### src/hdl/rv_macros.svh
`ifndef RV_MACROS_SVH
`define RV_MACROS_SVH

// Word and PC width of the RV32 core.
`define RV_XLEN 32

// Width of the op sequence number and of the commit counter.
`define RV_OPID_WIDTH 16

// Width of an architectural register address.
`define RV_REG_ADDR_WIDTH 5

`endif

### src/hdl/RvTypes.sv
`include "rv_macros.svh"

package RvTypes;

    // R-type view of an instruction word.
    typedef struct packed {
        logic [6:0] funct7;
        logic [`RV_REG_ADDR_WIDTH-1:0] rs2;
        logic [`RV_REG_ADDR_WIDTH-1:0] rs1;
        logic [2:0] funct3;
        logic [`RV_REG_ADDR_WIDTH-1:0] rd;
        logic [6:0] opcode;
    } InsnRType;

    // I-type view of an instruction word.
    typedef struct packed {
        logic [11:0] imm12;
        logic [`RV_REG_ADDR_WIDTH-1:0] rs1;
        logic [2:0] funct3;
        logic [`RV_REG_ADDR_WIDTH-1:0] rd;
        logic [6:0] opcode;
    } InsnIType;

    typedef union packed {
        InsnRType r;
        InsnIType i;
    } Insn;

    typedef enum logic [3:0] {
        Alu, AluImm, Load, Store, Branch, Jal, Jalr, Lui, Auipc, System, Unknown
    } OpClass;

    typedef enum logic [3:0] {
        InsnMisaligned = 4'd0,
        IllegalInsn = 4'd2
    } ExceptionCode;

    typedef struct packed {
        logic valid;
        ExceptionCode cause;
        logic [`RV_XLEN-1:0] value;
    } TrapInfo;

    typedef struct packed {
        OpClass opClass;
        logic [2:0] funct3;
        logic [`RV_XLEN-1:0] imm;
        logic writesRd;
        logic usesRs1;
        logic usesRs2;
    } Op;

    // Maps an instruction word onto its op class and immediate.
    function automatic Op Decode(input logic [`RV_XLEN-1:0] word);
        Insn insn;
        Op op;
        logic [`RV_XLEN-1:0] immI;
        logic [`RV_XLEN-1:0] immS;
        logic [`RV_XLEN-1:0] immB;
        logic [`RV_XLEN-1:0] immU;
        logic [`RV_XLEN-1:0] immJ;
        insn = word;
        immI = {{20{insn.i.imm12[11]}}, insn.i.imm12};
        // S, B, U and J immediates are scattered over the R-type fields.
        immS = {{20{insn.r.funct7[6]}}, insn.r.funct7, insn.r.rd};
        immB = {{20{insn.r.funct7[6]}}, insn.r.rd[0], insn.r.funct7[5:0],
                insn.r.rd[4:1], 1'b0};
        immU = {insn.r.funct7, insn.r.rs2, insn.r.rs1, insn.r.funct3, 12'b0};
        immJ = {{12{insn.r.funct7[6]}}, insn.r.rs1, insn.r.funct3, insn.r.rs2[0],
                insn.r.funct7[5:0], insn.r.rs2[4:1], 1'b0};

        op = '0;
        op.opClass = Unknown;
        op.funct3 = insn.r.funct3;
        case (insn.r.opcode)
            7'b0110011: begin
                if (insn.r.funct7 == 7'b0000000 || insn.r.funct7 == 7'b0100000) begin
                    op.opClass = Alu;
                    op.writesRd = 1'b1;
                    op.usesRs1 = 1'b1;
                    op.usesRs2 = 1'b1;
                end
            end
            7'b0010011: begin
                op.opClass = AluImm;
                op.imm = immI;
                op.writesRd = 1'b1;
                op.usesRs1 = 1'b1;
            end
            7'b0000011: begin
                op.opClass = Load;
                op.imm = immI;
                op.writesRd = 1'b1;
                op.usesRs1 = 1'b1;
            end
            7'b0100011: begin
                op.opClass = Store;
                op.imm = immS;
                op.usesRs1 = 1'b1;
                op.usesRs2 = 1'b1;
            end
            7'b1100011: begin
                // funct3 010 and 011 are reserved branch encodings.
                if (insn.r.funct3 != 3'b010 && insn.r.funct3 != 3'b011) begin
                    op.opClass = Branch;
                    op.imm = immB;
                    op.usesRs1 = 1'b1;
                    op.usesRs2 = 1'b1;
                end
            end
            7'b1101111: begin
                op.opClass = Jal;
                op.imm = immJ;
                op.writesRd = 1'b1;
            end
            7'b1100111: begin
                if (insn.r.funct3 == 3'b000) begin
                    op.opClass = Jalr;
                    op.imm = immI;
                    op.writesRd = 1'b1;
                    op.usesRs1 = 1'b1;
                end
            end
            7'b0110111: begin
                op.opClass = Lui;
                op.imm = immU;
                op.writesRd = 1'b1;
            end
            7'b0010111: begin
                op.opClass = Auipc;
                op.imm = immU;
                op.writesRd = 1'b1;
            end
            7'b1110011: begin
                op.opClass = System;
                op.imm = immI;
                op.writesRd = 1'b1;
                op.usesRs1 = 1'b1;
            end
            default: begin
                op.opClass = Unknown;
            end
        endcase
        return op;
    endfunction

endpackage

### src/hdl/StageIF.sv
`timescale 1ns/100ps
`include "rv_macros.svh"

// Fetch register contents as seen by decode.
interface FetchStageIF;
    logic valid;
    logic [`RV_XLEN-1:0] pc;
    logic [`RV_XLEN-1:0] insn;
    RvTypes::TrapInfo trapInfo;

    modport ThisStage(
        output valid, pc, insn, trapInfo
    );

    modport NextStage(
        input valid, pc, insn, trapInfo
    );
endinterface

// Decode register contents, handed to the consumer.
interface DecodeStageIF;
    logic valid;
    logic [`RV_XLEN-1:0] pc;
    logic [`RV_XLEN-1:0] insn;
    RvTypes::Op op;
    logic [`RV_OPID_WIDTH-1:0] opId;
    logic [`RV_REG_ADDR_WIDTH-1:0] srcRegAddr1;
    logic [`RV_REG_ADDR_WIDTH-1:0] srcRegAddr2;
    logic [`RV_REG_ADDR_WIDTH-1:0] dstRegAddr;
    RvTypes::TrapInfo trapInfo;

    modport ThisStage(
        output valid, pc, insn, op, opId, srcRegAddr1, srcRegAddr2, dstRegAddr, trapInfo
    );

    modport Output(
        input valid, pc, insn, op, opId, srcRegAddr1, srcRegAddr2, dstRegAddr, trapInfo
    );
endinterface

// Stall and flush control, plus the count of ops taken by the consumer.
interface PipelineControllerIF;
    logic ifStall;
    logic idStall;
    logic flush;
    logic [`RV_OPID_WIDTH-1:0] opCommitCount;

    modport Controller(
        output ifStall, idStall, flush, opCommitCount
    );

    modport FetchStage(
        input ifStall, flush
    );

    modport DecodeStage(
        input idStall, flush, opCommitCount
    );
endinterface

### src/hdl/FetchStage.sv
`timescale 1ns/100ps
`include "rv_macros.svh"

module FetchStage(
    input logic clk,
    input logic rst,
    input logic inValid,
    input logic [`RV_XLEN-1:0] inPc,
    input logic [`RV_XLEN-1:0] inInsn,
    FetchStageIF.ThisStage nextStage,
    PipelineControllerIF.FetchStage ctrl
);
    RvTypes::TrapInfo trapInfo;

    // A PC that is not word aligned traps right here.
    always_comb begin
        trapInfo = '0;
        if (inPc[1:0] != 2'b00) begin
            trapInfo.valid = 1'b1;
            trapInfo.cause = RvTypes::InsnMisaligned;
            trapInfo.value = inPc;
        end
    end

    always_ff @(posedge clk) begin
        if (rst || ctrl.flush) begin
            nextStage.valid <= 1'b0;
            nextStage.trapInfo <= '0;
        end
        else if (ctrl.ifStall) begin
            // Hold.
        end
        else if (inValid) begin
            // inReady is high here, so the word is taken.
            nextStage.valid <= 1'b1;
            nextStage.pc <= inPc;
            nextStage.insn <= inInsn;
            nextStage.trapInfo <= trapInfo;
        end
        else begin
            nextStage.valid <= 1'b0;
            nextStage.trapInfo <= '0;
        end
    end
endmodule

### src/hdl/DecodeStage.sv
`timescale 1ns/100ps
`include "rv_macros.svh"

module DecodeStage(
    input logic clk,
    input logic rst,
    FetchStageIF.NextStage prevStage,
    DecodeStageIF.ThisStage nextStage,
    PipelineControllerIF.DecodeStage ctrl
);
    RvTypes::Insn insn;
    RvTypes::Op op;
    RvTypes::TrapInfo trapInfo;
    logic [`RV_REG_ADDR_WIDTH-1:0] srcRegAddr1;
    logic [`RV_REG_ADDR_WIDTH-1:0] srcRegAddr2;
    logic [`RV_REG_ADDR_WIDTH-1:0] dstRegAddr;
    logic advance;

    // Sequence number for the next op entering the register.
    logic [`RV_OPID_WIDTH-1:0] opId;

    always_comb begin
        insn = prevStage.insn;
        op = RvTypes::Decode(prevStage.insn);
        srcRegAddr1 = insn.r.rs1;
        srcRegAddr2 = insn.r.rs2;
        dstRegAddr = insn.r.rd;

        // An earlier fetch trap wins over an illegal encoding.
        if (prevStage.valid && !prevStage.trapInfo.valid &&
            op.opClass == RvTypes::Unknown) begin
            trapInfo.valid = 1'b1;
            trapInfo.cause = RvTypes::IllegalInsn;
            trapInfo.value = prevStage.insn;
        end
        else begin
            trapInfo = prevStage.trapInfo;
        end

        advance = prevStage.valid && !ctrl.idStall;
    end

    always_ff @(posedge clk) begin
        if (rst || ctrl.flush) begin
            nextStage.valid <= 1'b0;
            nextStage.trapInfo <= '0;
        end
        else if (ctrl.idStall) begin
            // Hold until the consumer takes the op.
        end
        else if (!prevStage.valid) begin
            nextStage.valid <= 1'b0;
            nextStage.trapInfo <= '0;
        end
        else begin
            nextStage.valid <= 1'b1;
            nextStage.pc <= prevStage.pc;
            nextStage.insn <= prevStage.insn;
            nextStage.op <= op;
            nextStage.opId <= opId;
            nextStage.srcRegAddr1 <= srcRegAddr1;
            nextStage.srcRegAddr2 <= srcRegAddr2;
            nextStage.dstRegAddr <= dstRegAddr;
            nextStage.trapInfo <= trapInfo;
        end

        // Numbering restarts from what the consumer really took.
        if (rst) begin
            opId <= '0;
        end
        else if (ctrl.flush) begin
            opId <= ctrl.opCommitCount;
        end
        else if (advance) begin
            opId <= opId + 1'b1;
        end
    end
endmodule

### src/hdl/PipelineController.sv
`timescale 1ns/100ps
`include "rv_macros.svh"

module PipelineController(
    input logic clk,
    input logic rst,
    input logic fetchValid,
    input logic decodeValid,
    input logic outReady,
    input logic flushReq,
    output logic inReady,
    PipelineControllerIF.Controller ctrl
);
    logic idStall;
    logic ifStall;
    logic handOff;
    logic [`RV_OPID_WIDTH-1:0] commitCount;

    always_comb begin
        handOff = decodeValid && outReady;
        idStall = decodeValid && !outReady;
        // Fetch only stalls when its register is full behind a stalled decode.
        ifStall = idStall && fetchValid;

        ctrl.idStall = idStall;
        ctrl.ifStall = ifStall;
        ctrl.flush = flushReq;
        // Includes this cycle's hand-off so a flush reloads the right opId.
        ctrl.opCommitCount = commitCount + {{(`RV_OPID_WIDTH-1){1'b0}}, handOff};
        inReady = !ifStall && !flushReq;
    end

    always_ff @(posedge clk) begin
        if (rst) begin
            commitCount <= '0;
        end
        else begin
            commitCount <= ctrl.opCommitCount;
        end
    end
endmodule

### src/hdl/DecodeFrontEnd.sv
`timescale 1ns/100ps
`include "rv_macros.svh"

module DecodeFrontEnd(
    input logic clk,
    input logic rst,
    input logic inValid,
    input logic [`RV_XLEN-1:0] inPc,
    input logic [`RV_XLEN-1:0] inInsn,
    input logic outReady,
    input logic flush,
    output logic inReady,
    output logic outValid,
    output logic [`RV_XLEN-1:0] outPc,
    output logic [`RV_XLEN-1:0] outInsn,
    output RvTypes::OpClass outOpClass,
    output logic [`RV_XLEN-1:0] outImm,
    output logic outWritesRd,
    output logic [`RV_REG_ADDR_WIDTH-1:0] outRs1,
    output logic [`RV_REG_ADDR_WIDTH-1:0] outRs2,
    output logic [`RV_REG_ADDR_WIDTH-1:0] outRd,
    output logic [`RV_OPID_WIDTH-1:0] outOpId,
    output logic outTrapValid,
    output RvTypes::ExceptionCode outTrapCause,
    output logic [`RV_XLEN-1:0] outTrapValue
);
    FetchStageIF fetchIf();
    DecodeStageIF decodeIf();
    PipelineControllerIF ctrlIf();

    FetchStage u_fetchStage(
        .clk(clk),
        .rst(rst),
        .inValid(inValid),
        .inPc(inPc),
        .inInsn(inInsn),
        .nextStage(fetchIf),
        .ctrl(ctrlIf)
    );

    DecodeStage u_decodeStage(
        .clk(clk),
        .rst(rst),
        .prevStage(fetchIf),
        .nextStage(decodeIf),
        .ctrl(ctrlIf)
    );

    PipelineController u_pipelineController(
        .clk(clk),
        .rst(rst),
        .fetchValid(fetchIf.valid),
        .decodeValid(decodeIf.valid),
        .outReady(outReady),
        .flushReq(flush),
        .inReady(inReady),
        .ctrl(ctrlIf)
    );

    // The decode register is the output register.
    assign outValid = decodeIf.valid;
    assign outPc = decodeIf.pc;
    assign outInsn = decodeIf.insn;
    assign outOpClass = decodeIf.op.opClass;
    assign outImm = decodeIf.op.imm;
    assign outWritesRd = decodeIf.op.writesRd;
    assign outRs1 = decodeIf.srcRegAddr1;
    assign outRs2 = decodeIf.srcRegAddr2;
    assign outRd = decodeIf.dstRegAddr;
    assign outOpId = decodeIf.opId;
    assign outTrapValid = decodeIf.trapInfo.valid;
    assign outTrapCause = decodeIf.trapInfo.cause;
    assign outTrapValue = decodeIf.trapInfo.value;
endmodule

### config.mk
export PLATFORM = sky130hd
export DESIGN_NAME = DecodeFrontEnd
export DESIGN_NICKNAME = d
export VERILOG_FILES = /design/src/hdl/RvTypes.sv /design/src/hdl/StageIF.sv /design/src/hdl/FetchStage.sv /design/src/hdl/DecodeStage.sv /design/src/hdl/PipelineController.sv /design/src/hdl/DecodeFrontEnd.sv
export VERILOG_INCLUDE_DIRS = /design/src /design/src/hdl
export SDC_FILE = /design/constraint.sdc
export NUM_CORES = 1
export LEC_CHECK = 0
export BUFFER_PORTS_ARGS = -buffer_cell sky130_fd_sc_hd__buf_2
export CORE_ASPECT_RATIO = 0.6
export CORE_MARGIN = 5
export CORE_UTILIZATION = 56
export CTS_BUF_LIST = sky130_fd_sc_hd__clkbuf_8
export DETAILED_ROUTE_END_ITERATION = 6
export PLACE_DENSITY = 0.84
export SLEW_MARGIN = 20
export SYNTH_ARGS = -nofsm -noshare
export SYNTH_HDL_FRONTEND = slang
export SYNTH_HIERARCHICAL = 1
export SYNTH_SLANG_ARGS = --single-unit
### constraint.sdc
create_clock -name clk -period 4.7 [get_ports clk]
set_input_delay 0.47 -clock clk [delete_from_list [all_inputs] [get_ports clk]]
set_output_delay 0.47 -clock clk [all_outputs]
set_load 0.01 [all_outputs]
Word-level counts from Yosys, hierarchy flattened
Index checks and enable logic that the tools add are counted.

Register bits: 304.

Mux-type cells: 17. Reductions and logical operators: 24. Add/subtract/negate cells: 2. Eq/ne operators: 14. Bitwise gates (word level): 3.

Operators with widths (count): 32-bit case mux with 6 select lines (1); 37-bit 2-to-1 mux (4); 4-bit case mux with 10 select lines (1); 34-bit 2-to-1 mux (1); 16-bit 2-to-1 mux (2); 32-bit 2-to-1 mux (1); 7-bit by 6-bit equality test with 1-bit output (second input constant) (4); 7-bit equality test (second input constant) (4); 16-bit by 1-bit adder with 16-bit output (1); 16-bit by 1-bit adder with 16-bit output (second input constant) (1); 7-bit by 5-bit equality test with 1-bit output (second input constant) (2); 4-bit 2-to-1 mux (3); 1-bit logical AND (8); 7-bit by 2-bit equality test with 1-bit output (second input constant) (1); 7-bit zero test (1); 3-bit by 2-bit inequality test with 1-bit output (second input constant) (2); 3-bit AND reduction (2); 6-bit OR reduction (1); 1-bit zero test (5); 4-bit equality test (second input constant) (1); 2-bit nonzero test (2); 3-bit zero test (1); 3-bit 2-to-1 mux (1); 1-bit inverter (3); 5 further kinds (7).

Longest topological paths before layout
Gate-level depths: netlist of run 1.

Word-level depth: 8. Depth in mapped cells: 9. Gate-level depth less buffers: 9.

Cells and area by module
Netlist of run 1, hierarchy kept.

Modules (own cells, without submodules): DecodeStage (cells an instance 551, area an instance 6934.2 um^2, instances 1); FetchStage (cells an instance 150, area an instance 3118.0 um^2, instances 1); PipelineController (cells an instance 102, area an instance 877.1 um^2, instances 1).

Worst setup path after synthesis of run 1
Ideal clock, no wire load.

Path type: input-to-reg. Start: in outReady. End: reg u_decodeStage/nextStage.trapInfo[3] (netlist name). Cell stages on the path: 7. Path buffers: 1. Setup slack: 0.760 ns. Data arrival time: 3.847 ns. Setup time: 0.094 ns. Cells stage by stage: nor2b_1 -> nor2b_1 -> clkbuf_1 -> nand2_1 -> inv_1 -> nand3_1 -> o311ai_2.

Word-level cells in the longest chain between the ends: 2.

Ends and longest elaborated chain: start: declaration (RTL line DecodeFrontEnd.sv:10) `input logic outReady,`; 1-bit zero test (RTL line PipelineController.sv:21) `idStall = decodeValid && !outReady;`; 1-bit logical AND (RTL line PipelineController.sv:21).

Every way passes these cells. A chain may end at the register's enable or synchronous reset.

Worst setup path after layout of run 1
Start: reg u_fetchStage.nextStage.insn[2]. End: reg u_decodeStage/nextStage.trapInfo[12] (netlist name).

Word-level cells in the longest chain between the ends: 6.

Ends and longest elaborated chain: start: declaration (RTL line StageIF.sv:12) `output valid, pc, insn, trapInfo`; start signal: assignment (RTL line FetchStage.sv:37) `nextStage.insn <= inInsn;`; 7-bit equality test (tied with other cells) (RTL line RvTypes.sv:75) `case (insn.r.opcode)`; 4-bit case mux with 10 select lines * (RTL line RvTypes.sv:75); 4-bit equality test * (RTL line DecodeStage.sv:31) `op.opClass == RvTypes::Unknown) begin`; 1-bit logical AND * (RTL line DecodeStage.sv:30) `if (prevStage.valid && !prevStage.trapInfo.valid &&`; 37-bit 2-to-1 mux * (RTL line DecodeStage.sv:30); 37-bit 2-to-1 mux * (RTL line DecodeStage.sv:51) `else if (!prevStage.valid) begin`.

Mark *: on every way between the ends. The rest lies on a longest branch, timed or not.

==> results_tabular.tex, run 1 <==
\begin{tabular}{lr}
\hline
Metric & Value \\
\hline
\multicolumn{2}{l}{\textbf{Final layout}} \\
FILL cells & 1393 \\
Final Net Count & 1094 \\
Highest-count cells in the layout ignoring fill and taps & 239 x sky130\_fd\_sc\_hd\_\_buf\_2, 181 x sky130\_fd\_sc\_hd\_\_edfxtp\_1, 104 x sky130\_fd\_sc\_hd\_\_dfxtp\_1, 95 x sky130\_fd\_sc\_hd\_\_nand2\_1, 46 x sky130\_fd\_sc\_hd\_\_clkbuf\_8 \\
Area growth syn-to-layout & 18.13\% \\
Storage element area & 7517 µm² \\
Share of cells above drive strength 1 & 34.06\% \\
Area taken by multi-input logic gates & 2872 µm² \\
Final standard cell area without fillers & between 10000 and 15000 µm² \\
Most common cell after layout, fill and taps aside & sky130\_fd\_sc\_hd\_\_buf\_2 \\
\multicolumn{2}{l}{\textbf{STA}} \\
WHS & 0.1180 ns \\
Hold violation total from the final report & 0 \\
Setup WS post-layout & 1.703 ns \\
Highest achievable clock rate & 333.7 MHz \\
Number of max-slew violations in the final report & 0 \\
Final critical-path share of the clock period & 63.76\% \\
Setup TNS & 0 ns \\
Min cycle time layout & roughly 3 ns \\
RSZ-0062 raised after global routing & no \\
Worst-Margin Slew & 0.9165 ns \\
Final setup violation count & 0 \\
Worst setup skew after layout & 0.02413 ns \\
Worst slew slack as a fraction of its limit & 38.43\% \\
\multicolumn{2}{l}{\textbf{Detailed routing}} \\
DRC errors left & 0 \\
Total number of vias & slightly above 7000 \\
Wire per inst & about 20 µm \\
DR vias/cell & 5.510 \\
Drt total wl & 25.94 mm \\
Router iterations before antenna repair & 5 \\
Routed Antenna Nets & 0 \\
Violation count after the first detailed-routing iteration & 612 \\
\multicolumn{2}{l}{\textbf{GRT}} \\
Antenna violations before repair & 2 \\
First-pass GRT wire length & 39.65 mm \\
Vias in the first global route & 6991 \\
Total GRT Usage & 22.42\% \\
Gr ovfl total & 0 \\
Largest net degree at the start of global routing & between 90 and 100 \\
\multicolumn{2}{l}{\textbf{Clock network}} \\
Deepest level of the CTS H-tree & 2 \\
Post-CTS setup repair buffer count & 0 \\
Buffer type at the clock tree root & sky130\_fd\_sc\_hd\_\_clkbuf\_8 \\
Later-pin clock latency in the skew report & roughly 0.52 ns \\
Buffer levels on the longest clock path & 3 \\
Worst-path clk slew & 0.07 ns \\
Hold\_buf cts & 0 \\
TritonCTS Buffers & 40 \\
Resized cells post-CTS & 0 \\
Clk sinks & approximately 290 \\
TritonCTS clock tree & yes \\
\multicolumn{2}{l}{\textbf{Floorplanning}} \\
Initial cell density of the core & between 50\% and 60\% \\
Number of rows in the core area & 39 \\
Num ports & 240 \\
Die Outline Area & approximately 22000 µm² \\
Vert. Die Dim & 117.6 µm \\
Placeable core area & 18980 µm² \\
Horizontal die dimension & 189.4 µm \\
\multicolumn{2}{l}{\textbf{Flow run}} \\
Max Cap Viol & 0 \\
\multicolumn{2}{l}{\textbf{Critical path}} \\
Crit path arrival time & 3.38 ns \\
Required time of the critical path & $\sim$5 ns \\
Worst reg2reg endpoint & u\_decodeStage/nextStage.trapInfo[12] \\
Termination of the worst setup path & u\_decodeStage/nextStage.trapInfo[12] \\
Type of element launching the critical path & register \\
Timing startpoint of the critical path & u\_fetchStage/nextStage.insn[2] \\
CP Capture Type & register \\
Crit path kind & register to register \\
Internal reg-to-reg setup slack & 1.70 ns \\
Largest driver fanout on the critical path & 23 \\
Start of the worst register-to-register path & u\_fetchStage/nextStage.insn[2] \\
Worst r2r path cells & 7 \\
\multicolumn{2}{l}{\textbf{Place}} \\
Port Buffer Count & 239 \\
Detailed-placement wirelength estimate & 17.94 mm \\
Cell Area, Placed & 12000 µm² \\
Worst slack after detailed placement & between 1.5 and 2 ns \\
Final Wtd Congestion & between 0.8 and 0.9 \\
\multicolumn{2}{l}{\textbf{Logic synthesis}} \\
Cell Area, Synth & roughly 11000 µm² \\
Avg Inst Size Synth & 13.66 µm² \\
Cell count after synthesis & 791 \\
Yosys warning total & 6 \\
\multicolumn{2}{l}{\textbf{Hold path}} \\
Class of the most critical hold timing path & primary input to register \\
\multicolumn{2}{l}{\textbf{Power}} \\
Static power due to leakage & 5.493 nW \\
Power density relative to cell area & 366.1 nW/µm² \\
Total power consumption of the routed design & 4.674 mW \\
Largest voltage drop on the vdd net & 228.1 µV \\
\multicolumn{2}{l}{\textbf{Status}} \\
Status & finished clean \\
\hline
\end{tabular}
-- per-layer routing --
metal | wire (µm) | global-route usage (%)
met4 | 430 | 5.014
met3 | 2684 | 7.410
met2 | 11380 | 33.39
met5 | 7 | 0
met1 | 11440 | 32.41
-- through the flow --
stage / utilization, % / instances
finish: 67.26 / 1301
global route: 67.26 / 1301
CTS: 67.25 / 1300
detailed placement: 63.23 / 1226
global placement: 63.23 / 1226
floorplan: - / 794
-- critical path: stages (launching register included) --
cell and delay, ns:
sky130_fd_sc_hd__edfxtp_1 0.81, sky130_fd_sc_hd__nand4bb_2 0.33, sky130_fd_sc_hd__nor3_1 0.08, sky130_fd_sc_hd__a32oi_2 0.24, sky130_fd_sc_hd__a31o_2 0.66, sky130_fd_sc_hd__buf_4 0.40, sky130_fd_sc_hd__mux2i_1 0.25, sky130_fd_sc_hd__o21ai_1 0.07
-- worst min path at each step --
stage                             startpoint                         endpoint  slack [ns]  cells after the start
3_5_place_dp    u_fetchStage/nextStage.pc[1]    u_decodeStage/nextStage.pc[1]        0.40                      0
3_3_place_gp   u_fetchStage/nextStage.pc[24]   u_decodeStage/nextStage.pc[24]        0.40                      0
2_1_floorplan   u_fetchStage/nextStage.pc[0]    u_decodeStage/nextStage.pc[0]        0.40                      0
6_report                          inInsn[23]  u_fetchStage/nextStage.insn[23]        0.12                      1
4_1_cts                           inInsn[23]  u_fetchStage/nextStage.insn[23]        0.09                      1
5_1_grt                           inInsn[23]  u_fetchStage/nextStage.insn[23]        0.08                      1
-- sequential cells by signal, summed over array words and instances, names as in the netlist --
register                          cells
u_decodeStage/nextStage.insn         32
u_decodeStage/nextStage.op           37
u_decodeStage/nextStage.opId         16
u_decodeStage/nextStage.pc           32
u_decodeStage/nextStage.trapInfo     37
u_decodeStage/nextStage.valid         1
u_decodeStage/opId                   16
u_fetchStage/nextStage.insn          32
u_fetchStage/nextStage.pc            32
u_fetchStage/nextStage.trapInfo      33
u_fetchStage/nextStage.valid          1
u_pipelineController/commitCount     16
-- final cells by class --
type	count	area share (%)
Sequential cell	285	58.88
Timing Repair Buffer	247	9.937
Clock buffer	46	4.959
Inverter	9	0.2842
Multi-Input combinational cell	439	22.49
Tap cell	246	2.411
Antenna cell	1	0.01960
Clock inverter	28	1.019
-- report_power, final --
| group | leakage [nW] | switching (mW) | internal, mW |
|---|---|---|---|
| clock network | 0.449 | 0.892 | 0.906 |
| logic | 2.45 | 0.0890 | 0.0571 |
| registers | 2.59 | 0.0347 | 2.70 |
| total | 5.49 | 1.02 | 3.66 |
Note: power is estimated with default switching activity, not from simulation.
==> inputs of run 2 (changes only) <==
- ABC_AREA: unset -> 1
- CORE_UTILIZATION: 56 -> 51
- PLACE_DENSITY: 0.84 -> 0.8
- clock period: 4.7 -> 2.4 ns (I/O delays scaled with it)
==> run 2 against run 1 <==
Effect of this change:
- sequential share of layout area shrank 5.9 points
- clock power grew 110%
- final cell count is 31% higher
- flip-flop and latch count stayed put
- critical path type unchanged
- largest cell class unchanged
- clock skew down 0.0035 ns
- global-route usage rose by 2.8 points
- utilization shrank 2.2 points
==> results_tabular.tex, run 2 <==
\begin{tabular}{lr}
\hline
Metric & Value \\
\hline
\multicolumn{2}{l}{\textbf{Final layout}} \\
Final standard cell area without fillers & 14180 µm² \\
Area taken by multi-input logic gates & a little under 3000 µm² \\
Most common cell after layout, fill and taps aside & sky130\_fd\_sc\_hd\_\_nand2\_1 \\
Highest-count cells in the layout ignoring fill and taps & 270 x sky130\_fd\_sc\_hd\_\_nand2\_1, 239 x sky130\_fd\_sc\_hd\_\_buf\_2, 181 x sky130\_fd\_sc\_hd\_\_edfxtp\_1, 134 x sky130\_fd\_sc\_hd\_\_inv\_1, 104 x sky130\_fd\_sc\_hd\_\_dfxtp\_1 \\
Largest registers & u\_decodeStage/nextStage.op (37), u\_decodeStage/nextStage.trapInfo (37), u\_fetchStage/nextStage.trapInfo (33) \\
Cell Count, Final, Fillers Out & between 1500 and 2000 \\
FILL cells & 1667 \\
Share of cells above drive strength 1 & 25.53\% \\
Area growth syn-to-layout & 26.79\% \\
Storage element area & 7517 µm² \\
Final Net Count & approximately 1500 \\
\multicolumn{2}{l}{\textbf{STA}} \\
Highest achievable clock rate & 448.5 MHz \\
RSZ-0062 raised after global routing & no \\
Hold violation total from the final report & 0 \\
Worst slew slack as a fraction of its limit & 58.82\% \\
Final critical-path share of the clock period & 92.91\% \\
Number of max-slew violations in the final report & 0 \\
Setup TNS & 0 ns \\
WHS & 0.1507 ns \\
Worst setup skew after layout & 0.02065 ns \\
Min cycle time layout & 2.230 ns \\
Final setup violation count & 0 \\
Worst-Margin Slew & 0.6178 ns \\
\multicolumn{2}{l}{\textbf{Place}} \\
Final Wtd Congestion & 0.9135 \\
Detailed-placement wirelength estimate & 22.60 mm \\
Cell Count Post-Placement & roughly 1600 \\
Cell Area, Placed & 12710 µm² \\
Port Buffer Count & $\sim$240 \\
\multicolumn{2}{l}{\textbf{Power}} \\
Static power due to leakage & 6.199 nW \\
Total power consumption of the routed design & 9.556 mW \\
Power density relative to cell area & 673.7 nW/µm² \\
Largest voltage drop on the vdd net & 385.7 µV \\
\multicolumn{2}{l}{\textbf{Flow run}} \\
Max Cap Viol & 0 \\
\multicolumn{2}{l}{\textbf{Detailed routing}} \\
Drt total wl & 32.56 mm \\
DR vias/cell & approximately 5.3 \\
DRC errors left & 0 \\
Router iterations before antenna repair & 5 \\
Wire per inst & around 19 µm \\
Routed Antenna Nets & 0 \\
Total number of vias & about 9000 \\
Violation count after the first detailed-routing iteration & 933 \\
\multicolumn{2}{l}{\textbf{Clock network}} \\
Buffer levels on the longest clock path & 3 \\
Later-pin clock latency in the skew report & 0.55 ns \\
TritonCTS Buffers & 42 \\
TritonCTS clock tree & yes \\
Deepest level of the CTS H-tree & 2 \\
Worst-path clk slew & 0.07 ns \\
Clk sinks & 285 \\
Buffer type at the clock tree root & sky130\_fd\_sc\_hd\_\_clkbuf\_8 \\
\multicolumn{2}{l}{\textbf{Critical path}} \\
Worst r2r path cells & 9 \\
Crit path arrival time & approximately 2.7 ns \\
Required time of the critical path & 2.88 ns \\
Timing startpoint of the critical path & u\_fetchStage/nextStage.insn[5] \\
Largest driver fanout on the critical path & 36 \\
Crit path kind & register to register \\
Type of element launching the critical path & register \\
Worst reg2reg endpoint & u\_decodeStage/nextStage.trapInfo[18] \\
CP Capture Type & register \\
Termination of the worst setup path & u\_decodeStage/nextStage.trapInfo[18] \\
Internal reg-to-reg setup slack & 0.17 ns \\
Start of the worst register-to-register path & u\_fetchStage/nextStage.insn[5] \\
\multicolumn{2}{l}{\textbf{Floorplanning}} \\
Die Outline Area & 25090 µm² \\
Num ports & 240 \\
Horizontal die dimension & 201.2 µm \\
Vert. Die Dim & between 100 and 150 µm \\
Initial cell density of the core & 51.30\% \\
Number of rows in the core area & 42 \\
Placeable core area & approximately 22000 µm² \\
\multicolumn{2}{l}{\textbf{Logic synthesis}} \\
Yosys warning total & 6 \\
Avg Inst Size Synth & around 11 µm² \\
Cell Area, Synth & 11190 µm² \\
Cell count after synthesis & 1059 \\
\multicolumn{2}{l}{\textbf{GRT}} \\
Antenna violations before repair & 1 \\
Total GRT Usage & 25.20\% \\
Largest net degree at the start of global routing & 52 \\
Vias in the first global route & roughly 8500 \\
Gr ovfl total & 0 \\
First-pass GRT wire length & 49.80 mm \\
\multicolumn{2}{l}{\textbf{Hold path}} \\
Class of the most critical hold timing path & primary input to register \\
\multicolumn{2}{l}{\textbf{Status}} \\
Status & finished clean \\
\hline
\end{tabular}
## run 2: cell count changes in the layout (fill, tap and decap cells not counted), sizes merged, moves of 21 or more
cell | previous run | this run
nor2 | 39 | 85
nand2 | 97 | 277
nand4 | 12 | 71
nand3 | 18 | 58
inv | 29 | 144
dlygate4sd3 | 0 | 65
mux2i | 35 | 0
a32o | 30 | 1
buf | 247 | 268
## run 2: worst min-delay path by stage
stage                                       start                                   end  slack, ns  cells past startpoint
detailed placement  u_fetchStage/nextStage.pc[11]        u_decodeStage/nextStage.pc[11]       0.40                      0
floorplan                                     rst   u_pipelineController/commitCount[4]       0.31                      1
global route                                flush          u_fetchStage/nextStage.valid       0.15                      4
CTS                                         flush          u_fetchStage/nextStage.valid       0.11                      4
global placement     u_fetchStage/nextStage.pc[3]         u_decodeStage/nextStage.pc[3]       0.40                      0
finish                                   outReady  u_decodeStage/nextStage.trapInfo[32]       0.15                      6
## run 2: final cells by class
cell class	count	area share (%)
flip-flops and latches	285	53.00
multi-input cells	597	20.54
repair buffers	333	15.02
clock buffers	48	4.658
inverters	122	3.229
well taps	286	2.523
clock inverters	29	1.014
diodes	1	0.01764
## run 2: repair_timing
item,CTS,global route
resized for setup,0,3
hold buffers,65,0
hold endpoints to repair,97,0
setup endpoints to repair,0,12
setup buffers,0,0
## run 2: metrics by stage
step,setup WS [ns],utilization [%]
final,0.1701,65.04
after floorplan,0.05006,-
after detailed placement,0.1275,58.30
after global routing,0.001421,65.04
after global placement,0.07500,58.30
after CTS,0.1600,64.97
## run 2: routing by layer
metal | vias up | share of wire [%] | track usage [%]
met5 | - | 0 | 0
met4 | 0 | 2.0 | 7.108
met3 | 45 | 12 | 6.818
met2 | 532 | 41 | 34.81
met1 | 4230 | 45 | 38.95
li1 | 4191 | - | -
## run 2: report_power, final
part / internal [mW] / switching, mW
sequential: 5.27 / 0.0390
clock: 1.94 / 1.84
combinational: 0.190 / 0.274
## run 2: critical path: stages, from the launching register on
cell and delay (ns):
sky130_fd_sc_hd__edfxtp_1 0.51, sky130_fd_sc_hd__nand3_1 0.21, sky130_fd_sc_hd__nor2_1 0.14, sky130_fd_sc_hd__nor2_2 0.18, sky130_fd_sc_hd__nand3_1 0.17, sky130_fd_sc_hd__a21oi_4 0.21, sky130_fd_sc_hd__nand3_4 0.37, sky130_fd_sc_hd__nand2_1 0.17
sky130_fd_sc_hd__nand3_1 0.09, sky130_fd_sc_hd__nand2_1 0.10
